--- config.mk ---
export PLATFORM = sky130hd
export DESIGN_NAME = exu_top
export DESIGN_NICKNAME = d
export VERILOG_FILES = /design/src/exu_isa_pkg.sv /design/src/exu_pipe_pkg.sv /design/src/exu_stage_if.sv /design/src/exu_queue.sv /design/src/exu_ialu.sv /design/src/exu_execute.sv /design/src/exu_commit.sv /design/src/exu_top.sv
export VERILOG_INCLUDE_DIRS = /design/src
export SDC_FILE = /design/constraint.sdc
export NUM_CORES = 1
export LEC_CHECK = 0
export BUFFER_PORTS_ARGS = -buffer_cell sky130_fd_sc_hd__buf_2
export CORE_MARGIN = 2
export CORE_UTILIZATION = 37
export DETAILED_ROUTE_END_ITERATION = 7
export GPL_TIMING_DRIVEN = 0
export PLACE_DENSITY_LB_ADDON = 0.12
export SLEW_MARGIN = 0
export SYNTH_ARGS = -nofsm -noshare
export SYNTH_HDL_FRONTEND = slang
export SYNTH_SLANG_ARGS = --single-unit
export TNS_END_PERCENT = 30
--- constraint.sdc ---
create_clock -name clk -period 14.9 [get_ports clk]
set_input_delay 0.745 -clock clk [delete_from_list [all_inputs] [get_ports clk]]
set_output_delay 0.745 -clock clk [all_outputs]
set_load 0.005 [all_outputs]
--- src/exu_defines.svh ---
// --------------------------------------------------------------------
// Widths and fixed vectors of the RV32I execute stage. The trap
// vector is fixed because this stage has no CSR unit.
// --------------------------------------------------------------------

`ifndef EXU_DEFINES_SVH
`define EXU_DEFINES_SVH

`define EXU_XLEN        32                  // Data and address width
`define EXU_REG_AW      5                   // Register file address width

`define EXU_RST_VECTOR  32'h0000_0200       // PC after reset exit
`define EXU_TRAP_VECTOR 32'h0000_0100       // PC on any trap

`define EXU_JUMP_MASK   32'hFFFF_FFFE       // Clears bit 0 of a target

`endif

--- src/exu_isa_pkg.sv ---
// --------------------------------------------------------------------
// Instruction-set encodings seen by the execute stage. Exception
// codes follow the RISC-V mcause numbering.
// --------------------------------------------------------------------

package exu_isa_pkg;

    typedef enum logic [4:0] {
        IALU_CMD_NONE,
        IALU_CMD_ADD,
        IALU_CMD_SUB,
        IALU_CMD_AND,
        IALU_CMD_OR,
        IALU_CMD_XOR,
        IALU_CMD_SLL,
        IALU_CMD_SRL,
        IALU_CMD_SRA,
        IALU_CMD_SLT,
        IALU_CMD_SLTU,
        IALU_CMD_EQ,                        // Branch compares from here on
        IALU_CMD_NE,
        IALU_CMD_LT,
        IALU_CMD_GE,
        IALU_CMD_LTU,
        IALU_CMD_GEU
    } ialu_cmd_e;

    typedef enum logic {
        IALU_OP_REG_REG,                    // op2 from rs2
        IALU_OP_REG_IMM                     // op2 from imm
    } ialu_op_e;

    typedef enum logic {
        SUM2_OP_PC_IMM,                     // Branch, JAL, AUIPC
        SUM2_OP_REG_IMM                     // JALR
    } sum2_op_e;

    typedef enum logic [2:0] {
        RD_WB_NONE,
        RD_WB_IALU,
        RD_WB_SUM2,
        RD_WB_IMM,
        RD_WB_INC_PC
    } rd_wb_sel_e;

    typedef enum logic [3:0] {
        EXC_CODE_INSTR_MISALIGN = 4'd0,
        EXC_CODE_ILLEGAL_INSTR  = 4'd2,
        EXC_CODE_BREAKPOINT     = 4'd3,
        EXC_CODE_ECALL_M        = 4'd11
    } exc_code_e;

endpackage

--- src/exu_pipe_pkg.sv ---
// --------------------------------------------------------------------
// Pipeline types. The command struct is what the decoder hands over,
// one per accepted instruction.
// --------------------------------------------------------------------

`include "exu_defines.svh"

package exu_pipe_pkg;

    typedef struct packed {
        exu_isa_pkg::ialu_op_e      ialu_op;
        exu_isa_pkg::ialu_cmd_e     ialu_cmd;
        exu_isa_pkg::sum2_op_e      sum2_op;
        exu_isa_pkg::rd_wb_sel_e    rd_wb_sel;
        logic                       jump_req;       // JAL or JALR
        logic                       branch_req;     // Conditional branch
        logic                       exc_req;        // Decoder found an exception
        exu_isa_pkg::exc_code_e     exc_code;
        logic [`EXU_REG_AW-1:0]     rs1_addr;
        logic [`EXU_REG_AW-1:0]     rs2_addr;
        logic [`EXU_REG_AW-1:0]     rd_addr;
        logic [`EXU_XLEN-1:0]       imm;
    } exu_cmd_s;

    // Reset-exit sequencer
    typedef enum logic [1:0] {
        INIT_WAIT1,
        INIT_WAIT2,
        INIT_LOAD,
        INIT_DONE
    } pc_init_e;

endpackage

--- src/exu_stage_if.sv ---
// --------------------------------------------------------------------
// Results of the execute stage for the commit stage. All strobes are
// single-cycle levels with no handshake.
// --------------------------------------------------------------------

`include "exu_defines.svh"

interface exu_stage_if;
    import exu_isa_pkg::*;

    logic                   instret;        // Queued instruction completes
    logic                   jb_taken;       // Jump or taken branch
    logic [`EXU_XLEN-1:0]   jb_target;      // Masked sum2 result
    logic                   exc;            // Trap this cycle
    exc_code_e              exc_code;
    logic [`EXU_XLEN-1:0]   trap_val;

    modport execute (
        output instret,
        output jb_taken,
        output jb_target,
        output exc,
        output exc_code,
        output trap_val
    );

    modport commit (
        input  instret,
        input  jb_taken,
        input  jb_target,
        input  exc,
        input  exc_code,
        input  trap_val
    );

endinterface

--- src/exu_queue.sv ---
// --------------------------------------------------------------------
// One-entry instruction queue. Every request is taken; a request that
// arrives while a new PC is being requested is dropped.
// --------------------------------------------------------------------

module exu_queue (
    input  logic                    clk,
    input  logic                    rst_n,
    input  logic                    cmd_req,
    input  exu_pipe_pkg::exu_cmd_s  cmd,
    input  logic                    new_pc_req,
    output logic                    q_vd,
    output exu_pipe_pkg::exu_cmd_s  q_cmd
);

    logic accept;

    assign accept = cmd_req & ~new_pc_req;      // Flush on redirect

    always_ff @(posedge clk or negedge rst_n) begin
        if (!rst_n) begin
            q_vd <= 1'b0;
        end else begin
            q_vd <= accept;
        end
    end

    // Payload held while idle
    always_ff @(posedge clk) begin
        if (accept) begin
            q_cmd <= cmd;
        end
    end

    // --------------------------------------------------------------------
    // Checks
    // --------------------------------------------------------------------

    a_cmd_known : assert property (
        @(posedge clk) disable iff (!rst_n)
        cmd_req |-> !$isunknown(cmd)
    ) else $error("exu_queue: unknown bits in a requested command");

endmodule

--- src/exu_ialu.sv ---
// --------------------------------------------------------------------
// Integer ALU with branch compare, plus an independent adder for
// jump, branch and AUIPC targets. Purely combinational.
// --------------------------------------------------------------------

`include "exu_defines.svh"

module exu_ialu (
    input  exu_isa_pkg::ialu_cmd_e  ialu_cmd,
    input  logic [`EXU_XLEN-1:0]    op1,
    input  logic [`EXU_XLEN-1:0]    op2,
    input  logic [`EXU_XLEN-1:0]    sum2_op1,
    input  logic [`EXU_XLEN-1:0]    sum2_op2,
    output logic [`EXU_XLEN-1:0]    res,
    output logic [`EXU_XLEN-1:0]    sum2_res,
    output logic                    cmp
);
    import exu_isa_pkg::*;

    logic [`EXU_XLEN:0]     diff;           // Top bit is the borrow
    logic                   eq;
    logic                   lt_u;
    logic                   lt_s;
    logic [4:0]             shamt;

    // One subtractor serves SUB and every compare
    assign diff  = {1'b0, op1} - {1'b0, op2};
    assign eq    = (op1 == op2);
    assign lt_u  = diff[`EXU_XLEN];
    assign lt_s  = (op1[`EXU_XLEN-1] != op2[`EXU_XLEN-1]) ? op1[`EXU_XLEN-1]
                                                          : diff[`EXU_XLEN-1];
    assign shamt = op2[4:0];

    always_comb begin
        case (ialu_cmd)
            IALU_CMD_EQ  : cmp = eq;
            IALU_CMD_NE  : cmp = ~eq;
            IALU_CMD_LT  : cmp = lt_s;
            IALU_CMD_GE  : cmp = ~lt_s;
            IALU_CMD_LTU : cmp = lt_u;
            IALU_CMD_GEU : cmp = ~lt_u;
            default      : cmp = 1'b0;              // Not a branch
        endcase
    end

    always_comb begin
        case (ialu_cmd)
            IALU_CMD_ADD  : res = op1 + op2;
            IALU_CMD_SUB  : res = diff[`EXU_XLEN-1:0];
            IALU_CMD_AND  : res = op1 & op2;
            IALU_CMD_OR   : res = op1 | op2;
            IALU_CMD_XOR  : res = op1 ^ op2;
            IALU_CMD_SLL  : res = op1 << shamt;
            IALU_CMD_SRL  : res = op1 >> shamt;
            IALU_CMD_SRA  : res = $unsigned($signed(op1) >>> shamt);
            IALU_CMD_SLT  : res = `EXU_XLEN'(lt_s);
            IALU_CMD_SLTU : res = `EXU_XLEN'(lt_u);
            IALU_CMD_EQ,
            IALU_CMD_NE,
            IALU_CMD_LT,
            IALU_CMD_GE,
            IALU_CMD_LTU,
            IALU_CMD_GEU  : res = `EXU_XLEN'(cmp);
            default       : res = '0;
        endcase
    end

    assign sum2_res = sum2_op1 + sum2_op2;      // Target adder

endmodule

--- src/exu_execute.sv ---
// --------------------------------------------------------------------
// Execute stage, combinational. Register data must return in the same
// cycle as rs1_addr and rs2_addr. Every queued instruction retires.
// --------------------------------------------------------------------

`include "exu_defines.svh"

module exu_execute (
    input  logic                    q_vd,
    input  exu_pipe_pkg::exu_cmd_s  q_cmd,
    input  logic [`EXU_XLEN-1:0]    rs1_data,
    input  logic [`EXU_XLEN-1:0]    rs2_data,
    input  logic [`EXU_XLEN-1:0]    curr_pc,
    output logic [`EXU_REG_AW-1:0]  rs1_addr,
    output logic [`EXU_REG_AW-1:0]  rs2_addr,
    output logic [`EXU_REG_AW-1:0]  rd_addr,
    output logic                    rd_w_req,
    output logic [`EXU_XLEN-1:0]    rd_data,
    exu_stage_if.execute            st
);
    import exu_isa_pkg::*;

    logic [`EXU_XLEN-1:0]   ialu_op1;
    logic [`EXU_XLEN-1:0]   ialu_op2;
    logic [`EXU_XLEN-1:0]   sum2_op1;
    logic [`EXU_XLEN-1:0]   ialu_res;
    logic [`EXU_XLEN-1:0]   sum2_res;
    logic                   ialu_cmp;
    logic [`EXU_XLEN-1:0]   inc_pc;
    logic [`EXU_XLEN-1:0]   jb_target;
    logic                   jb_req;
    logic                   jb_misalign;
    logic                   exc;

    // --------------------------------------------------------------------
    // Operands
    // --------------------------------------------------------------------

    assign rs1_addr = q_cmd.rs1_addr;
    assign rs2_addr = q_cmd.rs2_addr;

    assign ialu_op1 = rs1_data;
    assign ialu_op2 = (q_cmd.ialu_op == IALU_OP_REG_REG) ? rs2_data : q_cmd.imm;
    assign sum2_op1 = (q_cmd.sum2_op == SUM2_OP_REG_IMM) ? rs1_data : curr_pc;

    exu_ialu u_ialu (
        .ialu_cmd   (q_cmd.ialu_cmd),
        .op1        (ialu_op1),
        .op2        (ialu_op2),
        .sum2_op1   (sum2_op1),
        .sum2_op2   (q_cmd.imm),
        .res        (ialu_res),
        .sum2_res   (sum2_res),
        .cmp        (ialu_cmp)
    );

    // --------------------------------------------------------------------
    // Redirect and traps
    // --------------------------------------------------------------------

    assign inc_pc      = curr_pc + `EXU_XLEN'd4;    // No compressed instructions
    assign jb_target   = sum2_res & `EXU_JUMP_MASK;
    assign jb_req      = q_vd & (q_cmd.jump_req | (q_cmd.branch_req & ialu_cmp));
    assign jb_misalign = jb_req & jb_target[1];
    assign exc         = q_vd & (q_cmd.exc_req | jb_misalign);

    assign st.instret   = q_vd;                     // Never stalls
    assign st.jb_taken  = jb_req;
    assign st.jb_target = jb_target;
    assign st.exc       = exc;
    // Decoder exception wins over a misaligned target
    assign st.exc_code  = q_cmd.exc_req ? q_cmd.exc_code : EXC_CODE_INSTR_MISALIGN;
    assign st.trap_val  = q_cmd.exc_req ? q_cmd.imm : jb_target;

    // --------------------------------------------------------------------
    // Write-back
    // --------------------------------------------------------------------

    assign rd_addr  = q_cmd.rd_addr;
    assign rd_w_req = q_vd & (q_cmd.rd_wb_sel != RD_WB_NONE) & ~exc;

    always_comb begin
        case (q_cmd.rd_wb_sel)
            RD_WB_SUM2   : rd_data = sum2_res;     // AUIPC
            RD_WB_IMM    : rd_data = q_cmd.imm;    // LUI
            RD_WB_INC_PC : rd_data = inc_pc;       // Link address
            default      : rd_data = ialu_res;
        endcase
    end

    // Decoder must not flag both kinds of control transfer
    a_jb_exclusive : assert final (
        q_vd !== 1'b1 || !(q_cmd.jump_req && q_cmd.branch_req)
    ) else $error("exu_execute: jump_req and branch_req both set");

endmodule

--- src/exu_commit.sv ---
// --------------------------------------------------------------------
// PC register and new-PC selection. init_pc pulses once, in the third
// cycle after reset release. Traps always go to the fixed trap vector.
// --------------------------------------------------------------------

`include "exu_defines.svh"

module exu_commit (
    input  logic                    clk,
    input  logic                    rst_n,
    exu_stage_if.commit             st,
    output logic [`EXU_XLEN-1:0]    curr_pc,
    output logic                    new_pc_req,
    output logic [`EXU_XLEN-1:0]    new_pc,
    output logic                    init_pc,
    output logic                    take_exc
);
    import exu_pipe_pkg::*;

    pc_init_e   init_state;
    pc_init_e   init_next;

    // --------------------------------------------------------------------
    // Reset-exit sequencer
    // --------------------------------------------------------------------

    always_comb begin
        case (init_state)
            INIT_WAIT1 : init_next = INIT_WAIT2;
            INIT_WAIT2 : init_next = INIT_LOAD;
            INIT_LOAD  : init_next = INIT_DONE;
            default    : init_next = INIT_DONE;     // Stays here until reset
        endcase
    end

    always_ff @(posedge clk or negedge rst_n) begin
        if (!rst_n) begin
            init_state <= INIT_WAIT1;
        end else begin
            init_state <= init_next;
        end
    end

    assign init_pc = (init_state == INIT_LOAD);

    // --------------------------------------------------------------------
    // New PC
    // --------------------------------------------------------------------

    assign take_exc   = st.exc;
    assign new_pc_req = init_pc | st.exc | st.jb_taken;

    always_comb begin
        if (init_pc) begin
            new_pc = `EXU_RST_VECTOR;
        end else if (st.exc) begin
            new_pc = `EXU_TRAP_VECTOR;
        end else begin
            new_pc = st.jb_target;
        end
    end

    // Reset exit reloads the vector even with nothing retiring
    always_ff @(posedge clk or negedge rst_n) begin
        if (!rst_n) begin
            curr_pc <= `EXU_RST_VECTOR;
        end else if (init_pc | st.instret) begin
            curr_pc <= new_pc_req ? new_pc : curr_pc + `EXU_XLEN'd4;
        end
    end

    // --------------------------------------------------------------------
    // Checks
    // --------------------------------------------------------------------

    // A misaligned target must turn into a trap before it reaches the PC
    a_new_pc_aligned : assert property (
        @(posedge clk) disable iff (!rst_n)
        new_pc_req |-> (new_pc[1:0] == 2'b00)
    ) else $error("exu_commit: redirect to an unaligned PC");

endmodule

--- src/exu_top.sv ---
// --------------------------------------------------------------------
// Execute stage top level. No ready signal: a command with cmd_req
// high is always taken, unless new_pc_req is high in that cycle.
// --------------------------------------------------------------------

`include "exu_defines.svh"

module exu_top (
    input  logic                    clk,
    input  logic                    rst_n,
    input  logic                    cmd_req,
    input  exu_pipe_pkg::exu_cmd_s  cmd,
    output logic [`EXU_REG_AW-1:0]  rs1_addr,
    output logic [`EXU_REG_AW-1:0]  rs2_addr,
    input  logic [`EXU_XLEN-1:0]    rs1_data,
    input  logic [`EXU_XLEN-1:0]    rs2_data,
    output logic                    rd_w_req,
    output logic [`EXU_REG_AW-1:0]  rd_addr,
    output logic [`EXU_XLEN-1:0]    rd_data,
    output logic                    instret,
    output logic                    take_exc,
    output exu_isa_pkg::exc_code_e  exc_code,
    output logic [`EXU_XLEN-1:0]    trap_val,
    output logic [`EXU_XLEN-1:0]    curr_pc,
    output logic                    new_pc_req,
    output logic [`EXU_XLEN-1:0]    new_pc,
    output logic                    init_pc
);
    import exu_pipe_pkg::*;

    logic       q_vd;
    exu_cmd_s   q_cmd;

    exu_stage_if st_if ();

    exu_queue u_queue (
        .clk        (clk),
        .rst_n      (rst_n),
        .cmd_req    (cmd_req),
        .cmd        (cmd),
        .new_pc_req (new_pc_req),
        .q_vd       (q_vd),
        .q_cmd      (q_cmd)
    );

    exu_execute u_execute (
        .q_vd       (q_vd),
        .q_cmd      (q_cmd),
        .rs1_data   (rs1_data),
        .rs2_data   (rs2_data),
        .curr_pc    (curr_pc),
        .rs1_addr   (rs1_addr),
        .rs2_addr   (rs2_addr),
        .rd_addr    (rd_addr),
        .rd_w_req   (rd_w_req),
        .rd_data    (rd_data),
        .st         (st_if.execute)
    );

    exu_commit u_commit (
        .clk        (clk),
        .rst_n      (rst_n),
        .st         (st_if.commit),
        .curr_pc    (curr_pc),
        .new_pc_req (new_pc_req),
        .new_pc     (new_pc),
        .init_pc    (init_pc),
        .take_exc   (take_exc)
    );

    assign instret  = st_if.instret;
    assign exc_code = st_if.exc_code;
    assign trap_val = st_if.trap_val;

endmodule

Word level (Yosys, flattened, before mapping)
Index checks and enable logic that the tools add are counted.
{"block": "totals", "reg_bits": 99, "out_inout_bits": 152}
{"block": "classes", "shifts": 3, "reduce_logical": 3, "n_bitwise": 20, "muxes": 12, "n_eq_ne": 23, "n_addsub": 4}
{"op": "$pmux 32 s11", "count": 1}
{"op": "$mux 32", "count": 6}
{"op": "$pmux 32 s3", "count": 1}
{"op": "$add 32x32->32", "count": 2}
{"op": "$eq 5x4->1 const B", "count": 8}
{"op": "$sub 32x32->33", "count": 1}
{"op": "$add 32x3->32 const B", "count": 1}
{"op": "$and 32x32->32", "count": 1}
{"op": "$eq 32x32->1", "count": 1}
{"op": "$or 32x32->32", "count": 1}
{"op": "$shl 32x5->32", "count": 1}
{"op": "$shr 32x5->32", "count": 1}
{"op": "$sshr 32x5->32", "count": 1}
{"op": "$xor 32x32->32", "count": 1}
{"op": "$eq 5x3->1 const B", "count": 4}
{"op": "$eq 5x2->1 const B", "count": 2}
{"op": "$and 1x1->1", "count": 7}
{"op": "$eq 3x2->1 const B", "count": 2}
{"op": "$pmux 1 s6", "count": 1}
{"op": "$reduce_or 6->1", "count": 1}
{"op": "$eq 5x1->1 const B", "count": 1}
{"op": "$eq 5x5->1 const B", "count": 1}
{"op": "$not 1->1", "count": 5}
{"op": "$or 1x1->1", "count": 5}
{"op": "other kinds (9)", "count": 9}

Logic depth before layout (Yosys ltp)
{"block": "depth", "word_depth": 15, "depth_mapped": 29, "mapped_depth_nobuf": 24}

Hierarchy
Synthesis repeated with hierarchy kept, for this count alone.
{"block": "hier_totals", "cells_unflattened": 2303, "area_unflattened_um2": 17598.1}
{"mod": "exu_ialu", "cells_per_inst": 1537, "instances": 1, "seq_area_each_um2": 0.0, "area_each_um2": 10187.3}
{"mod": "exu_execute", "cells_per_inst": 407, "instances": 1, "seq_area_each_um2": 0.0, "area_each_um2": 3029.2}
{"mod": "exu_commit", "cells_per_inst": 293, "instances": 1, "seq_area_each_um2": 852.1, "area_each_um2": 2421.1}
{"mod": "exu_queue", "cells_per_inst": 66, "instances": 1, "seq_area_each_um2": 1946.9, "area_each_um2": 1960.6}

Least setup slack after synthesis
OpenSTA, ideal clock, no wires.
{"block": "synth_timing", "kind": "input -> register", "from": "input port rs2_data[2]", "to": "register, netlist name u_queue.q_cmd[0]", "path_slack_ps": 6080, "required_ps": 14405, "arrival_ps": 8325, "setup_ps": 495, "path_buffers": 6, "path_stages": 26, "cell_sequence": "mux2i_4 clkbuf_1 buf_2 buf_1 buf_2 ha_1 buf_2 inv_1 a21oi_1 o21ai_1 o211ai_1 a21oi_1 a21oi_1 o21ai_0 a311o_1 a21oi_1 o21bai_1 fa_1 a21oi_1 a21oi_1 a21oi_1 o31a_2 a31oi_1 buf_2 and2_1 nor2b_1"}
{"block": "synth_between", "elab_chain_len": 15, "elab_cells_between_ends": 18}
{"element": "start, declared", "line": "exu_top.sv:16", "rtl": "input logic [`EXU_XLEN-1:0] rs2_data,"}
{"element": "$mux 32 (*)", "line": "exu_execute.sv:43", "rtl": "assign ialu_op2 = (q_cmd.ialu_op == IALU_OP_REG_REG) ? rs2_data : q_cmd.imm;"}
{"element": "$sub 32x32->33", "line": "exu_ialu.sv:27", "rtl": "assign diff = {1'b0, op1} - {1'b0, op2};"}
{"element": "$mux 1", "line": "exu_ialu.sv:30", "rtl": "assign lt_s = (op1[`EXU_XLEN-1] != op2[`EXU_XLEN-1]) ? op1[`EXU_XLEN-1]"}
{"element": "$not 1->1", "line": "exu_ialu.sv:39", "rtl": "IALU_CMD_GE : cmp = ~lt_s;"}
{"element": "$pmux 1 s6 (*)", "line": "exu_ialu.sv:35", "rtl": "case (ialu_cmd)"}
{"element": "$and 1x1->1 (*)", "line": "exu_execute.sv:63", "rtl": "assign jb_req = q_vd & (q_cmd.jump_req | (q_cmd.branch_req & ialu_cmp));"}
{"element": "$or 1x1->1 (*)", "line": "exu_execute.sv:63"}
{"element": "$and 1x1->1 (*)", "line": "exu_execute.sv:63"}
{"element": "$and 1x1->1", "line": "exu_execute.sv:64", "rtl": "assign jb_misalign = jb_req & jb_target[1];"}
{"element": "$or 1x1->1", "line": "exu_execute.sv:65", "rtl": "assign exc = q_vd & (q_cmd.exc_req | jb_misalign);"}
{"element": "$and 1x1->1", "line": "exu_execute.sv:65"}
{"element": "$or 1x1->1", "line": "exu_commit.sv:51", "rtl": "assign new_pc_req = init_pc | st.exc | st.jb_taken;"}
{"element": "$or 1x1->1 (*)", "line": "exu_commit.sv:51"}
{"element": "named net new_pc_req", "line": "exu_top.sv:25", "rtl": "output logic new_pc_req,"}
{"element": "$not 1->1 (*)", "line": "exu_queue.sv:18", "rtl": "assign accept = cmd_req & ~new_pc_req;"}
{"element": "$and 1x1->1 (*)", "line": "exu_queue.sv:18"}
{"element": "named net u_queue.accept", "line": "exu_queue.sv:16", "rtl": "logic accept;"}
The timed path passes the listed nets; every way through them passes the cells marked *.
A chain may end at the register's enable or synchronous reset.

Final worst setup path
{"block": "layout_timing", "from": "register, netlist name u_queue.q_cmd[63]", "to": "output port new_pc[28]"}
{"block": "layout_between", "elab_chain_len": 13, "elab_cells_between_ends": 17}
{"element": "$mux 32 (*)", "line": "exu_execute.sv:43"}
{"element": "$sub 32x32->33 / $ne 1x1->1 (equally long branches)", "line": "exu_ialu.sv:27, exu_ialu.sv:30"}
{"element": "$mux 1", "line": "exu_ialu.sv:30"}
{"element": "$not 1->1", "line": "exu_ialu.sv:39"}
{"element": "$pmux 1 s6 (*)", "line": "exu_ialu.sv:35"}
{"element": "$and 1x1->1 (*)", "line": "exu_execute.sv:63"}
{"element": "$or 1x1->1 (*)", "line": "exu_execute.sv:63"}
{"element": "$and 1x1->1 (*)", "line": "exu_execute.sv:63"}
{"element": "$and 1x1->1 (*)", "line": "exu_execute.sv:64"}
{"element": "$or 1x1->1 (*)", "line": "exu_execute.sv:65"}
{"element": "$and 1x1->1 (*)", "line": "exu_execute.sv:65"}
{"element": "$mux 32 (*)", "line": "exu_commit.sv:56", "rtl": "end else if (st.exc) begin"}
{"element": "$mux 32 (*)", "line": "exu_commit.sv:54", "rtl": "if (init_pc) begin"}
{"element": "end, declared", "line": "exu_top.sv:26", "rtl": "output logic [`EXU_XLEN-1:0] new_pc,"}
Mark *: on every way between the ends. The rest lies on a longest branch, timed or not.

==> results.tsv <==
metric	value	unit
status	finished with violations	
failing checks	max-capacitance violations, max-slew violations	
ys async rst share	34.7	%
critical-path maximum fanout	11	
Post-Synth Simple-Gate Area	18.0	%
flops & latches, synth	98	
most frequent cells in the layout	buf_2 (307), nor2_1 (224), nand2_1 (222), a21oi_1 (201), o21ai_0 (155)	
post-synthesis mux area share	13.0	%
share of cells above drive strength 1	17.2	%
Ys Warns	0	
worst hold path type	reg -> reg	
Total Nets Final	2819	
Max IR drop VDD	0.0577	mV
CP Data Required Time	14.16	ns
DRT Pass-1 Iters	8	
register area share after synthesis	16.6	%
CP endpoint kind	output port	
CTS tree	done	
overall power	0.00162	W
Leakage	8.43	nW
CP arrival	9.16	ns
reg2reg start	u_queue.q_cmd[63]	
clk buf depth	2	
placed wire-length estimate	86000	µm
Top cell by count, worst path	a21oi_1	
worst slew pin tran	1.55	ns
Initial Util	37.6	%
largest net degree at the start of global routing	35	
cts bufs inserted	9	
commonest register cell after synthesis	edfxtp_1	
Post-Synthesis Cells	2257	
first-pass GRT wire length	150000	µm
EDFF count, synth	64	
Avg Cell Area, Syn	7.41	µm²
final setup TNS	0	ns
Hold Startpoint	u_commit.init_state[0]	
max cap viols	1	
Period minus WS final	9.90	ns
Remaining Overflow, GRT	0	
f_max	101	MHz
DRC	0	
Reg2Reg Depth	28	
CTS Hold Buffers Added	0	
Fin. Hold Viols	0	
Post-DRT Antenna Nets	0	
adder and majority cell fraction of the synthesized area	10.2	%
Max-Slew Margin vs Limit	-4.29	%
fin crit share	66.5	%
FF-to-FF setup slack	5.67	ns
Synth top area share	11.5	%
std cell rows	77	
Sink Count	98	
DIE AREA	46900	µm²
Post-Syn Area	16700	µm²
# resized after CTS	0	
Worst Hold End	u_commit.init_state[0]	
Post-CTS Setup Inserts	0	
Worst Hold Slack	0.466	ns
Hold Path Stages	1	
wire per inst	34.1	µm
CP max-delay cell	mux2i_2	
compound-cell area share of the yosys netlist	30.9	%
clock latency on the worst-skew pair	0.39	ns
Die W	217	µm
Setup Skew	0.00895	ns
Largest stage delay, worst path	0.97	ns
core area	44400	µm²
Slew Viols, Final	7	
root buf cell	clkbuf_16	
number of global-route vias before repair	20400	
Final setup viols	0	
commonest non-fill, non-tap cell in the layout	buf_2	
Chip Height	217	µm
FF-to-FF End	u_queue.q_cmd[59]	
Synth area leaders	edfxtp_1 (11%), ha_1 (9.7%), mux2i_1 (8.0%)	
RSZ-0062 raised after global routing	no	
Vias/cell	6.79	
PortBufs	280	
area grow syn2layout	15.3	%
most area-hungry cell type in the Yosys netlist	edfxtp_1	
initial antenna violation count	14	
# H-tree levels	3	
gpl congestion	1.10	
drt total wl	108000	µm
total global-route track usage	44.5	%
num ports	283	
XOR/XNOR Fraction of Synth Area	3.82	%
main combinational cell family by area after synthesis	compound AO/OA/AOI/OAI gates	
CTS clk-pin slew, worst paths	0.08	ns
crit path kind	reg -> out	
vias	21400	
DR iter-0 viols	3096	
CP startpoint kind	register	
P per Cell Area	83.9	nW/µm²
Yosys cell types	92	
## state kept, by name (all words and copies together), names as in the netlist
register             cells
u_queue.q_vd             1
u_commit.curr_pc        31
u_commit.init_state      2
u_queue.q_cmd           64
## metrics by stage
stage               instances  setup slack, ns  utilization (%)  cell area (µm²)
floorplan                2258             6.08                -            16700
global placement         3130             1.88             42.5            18900
detailed placement       3135             5.66             42.7            19000
CTS                      3151             5.43             43.4            19300
global route             3151             4.85             43.4            19300
finish                   3155             5.00             43.4            19300
## worst max-delay path, delay by kind of cell, from the launching register on
kind	cells	cell delay, ns
compound gates	14	3.45
buf+inv	7	2.61
mux	1	0.97
fa+ha+maj	2	0.73
simple gates	5	0.63
flops	1	0.35
## per-layer routing
| layer | track usage (%) | vias up | share of wire [%] |
|---|---|---|---|
| li1 | - | 8979 | - |
| met4 | 32.3 | 4 | 8.6 |
| met1 | 54.6 | 10300 | 37 |
| met2 | 66.9 | 1685 | 42 |
| met3 | 12.1 | 424 | 12 |
| met5 | 0 | - | 0.021 |
## how the worst max path moves through the flow
stage / startpoint / end / cells after the start
2_1_floorplan: rs2_data[2] / u_queue.q_cmd[0] / 26
3_3_place_gp: u_queue.q_cmd[63] / u_queue.q_cmd[58] / 27
3_5_place_dp: rs2_data[2] / new_pc[28] / 30
4_1_cts: u_queue.q_cmd[63] / new_pc[28] / 29
5_1_grt: u_queue.q_cmd[3] / new_pc[28] / 28
6_report: u_queue.q_cmd[63] / new_pc[28] / 29
## power breakdown
group / switching (W) / internal, W
registers: 0.0000506 / 0.000317
clock network: 0.000131 / 0.000119
logic: 0.000669 / 0.000330
## synthesized netlist by cell type (7+ instances only)
cell type  number
dfrtp_1        33
a22oi_1        25
o21a_1         10
o21ai_1        46
o21bai_1       18
mux2i_1       133
xor2_1         37
nand2b_1       18
clkbuf_1      107
ha_1          130
a211oi_1       35
or3_1          10
o2111ai_1       8
and3_1         28
a221oi_1       19
edfxtp_1       64
a311oi_1       12
a222oi_1        7
a21o_1         25
o31ai_1        15
nand2_1       222
nor3_1         34
mux2_2         40
and2_1         17
buf_4          24
a21oi_1       201
a221o_1        10
nor2b_1        17
xnor2_1        36
o22ai_1        28
a2111oi_0       9
o221ai_1       22
nand3_1        48
inv_1         113
o21ai_0       155
nor2_1        224
buf_2          26
a31oi_1        24
nor4_1         17
a22o_1         15
o211ai_1       39
o311ai_1        7
mux4_2         15
buf_1          21
nand4_1        11
## area by class of cell
type                    count  area (µm²)
repair buffers            285        1470
clock inverters             7        72.6
fillers                  4757       25100
inverters                 116         435
multi-input cells        1865       12700
flip-flops and latches     98        2770
diodes                      4        10.0
clock buffers               9         225
plain buffers             179         802
well taps                 592         741
## cells by family after synthesis
kind of cell             count (synthesis)
flip-flops                              98
multiplexers                           191
other                                    1
buffers and inverters                  295
AND/OR/NAND/NOR                        670
AO/OA/AOI/OAI                          795
XOR/XNOR                                73
adder cells (fa/ha/maj)                134
Note: power is estimated with default switching activity, not from simulation.
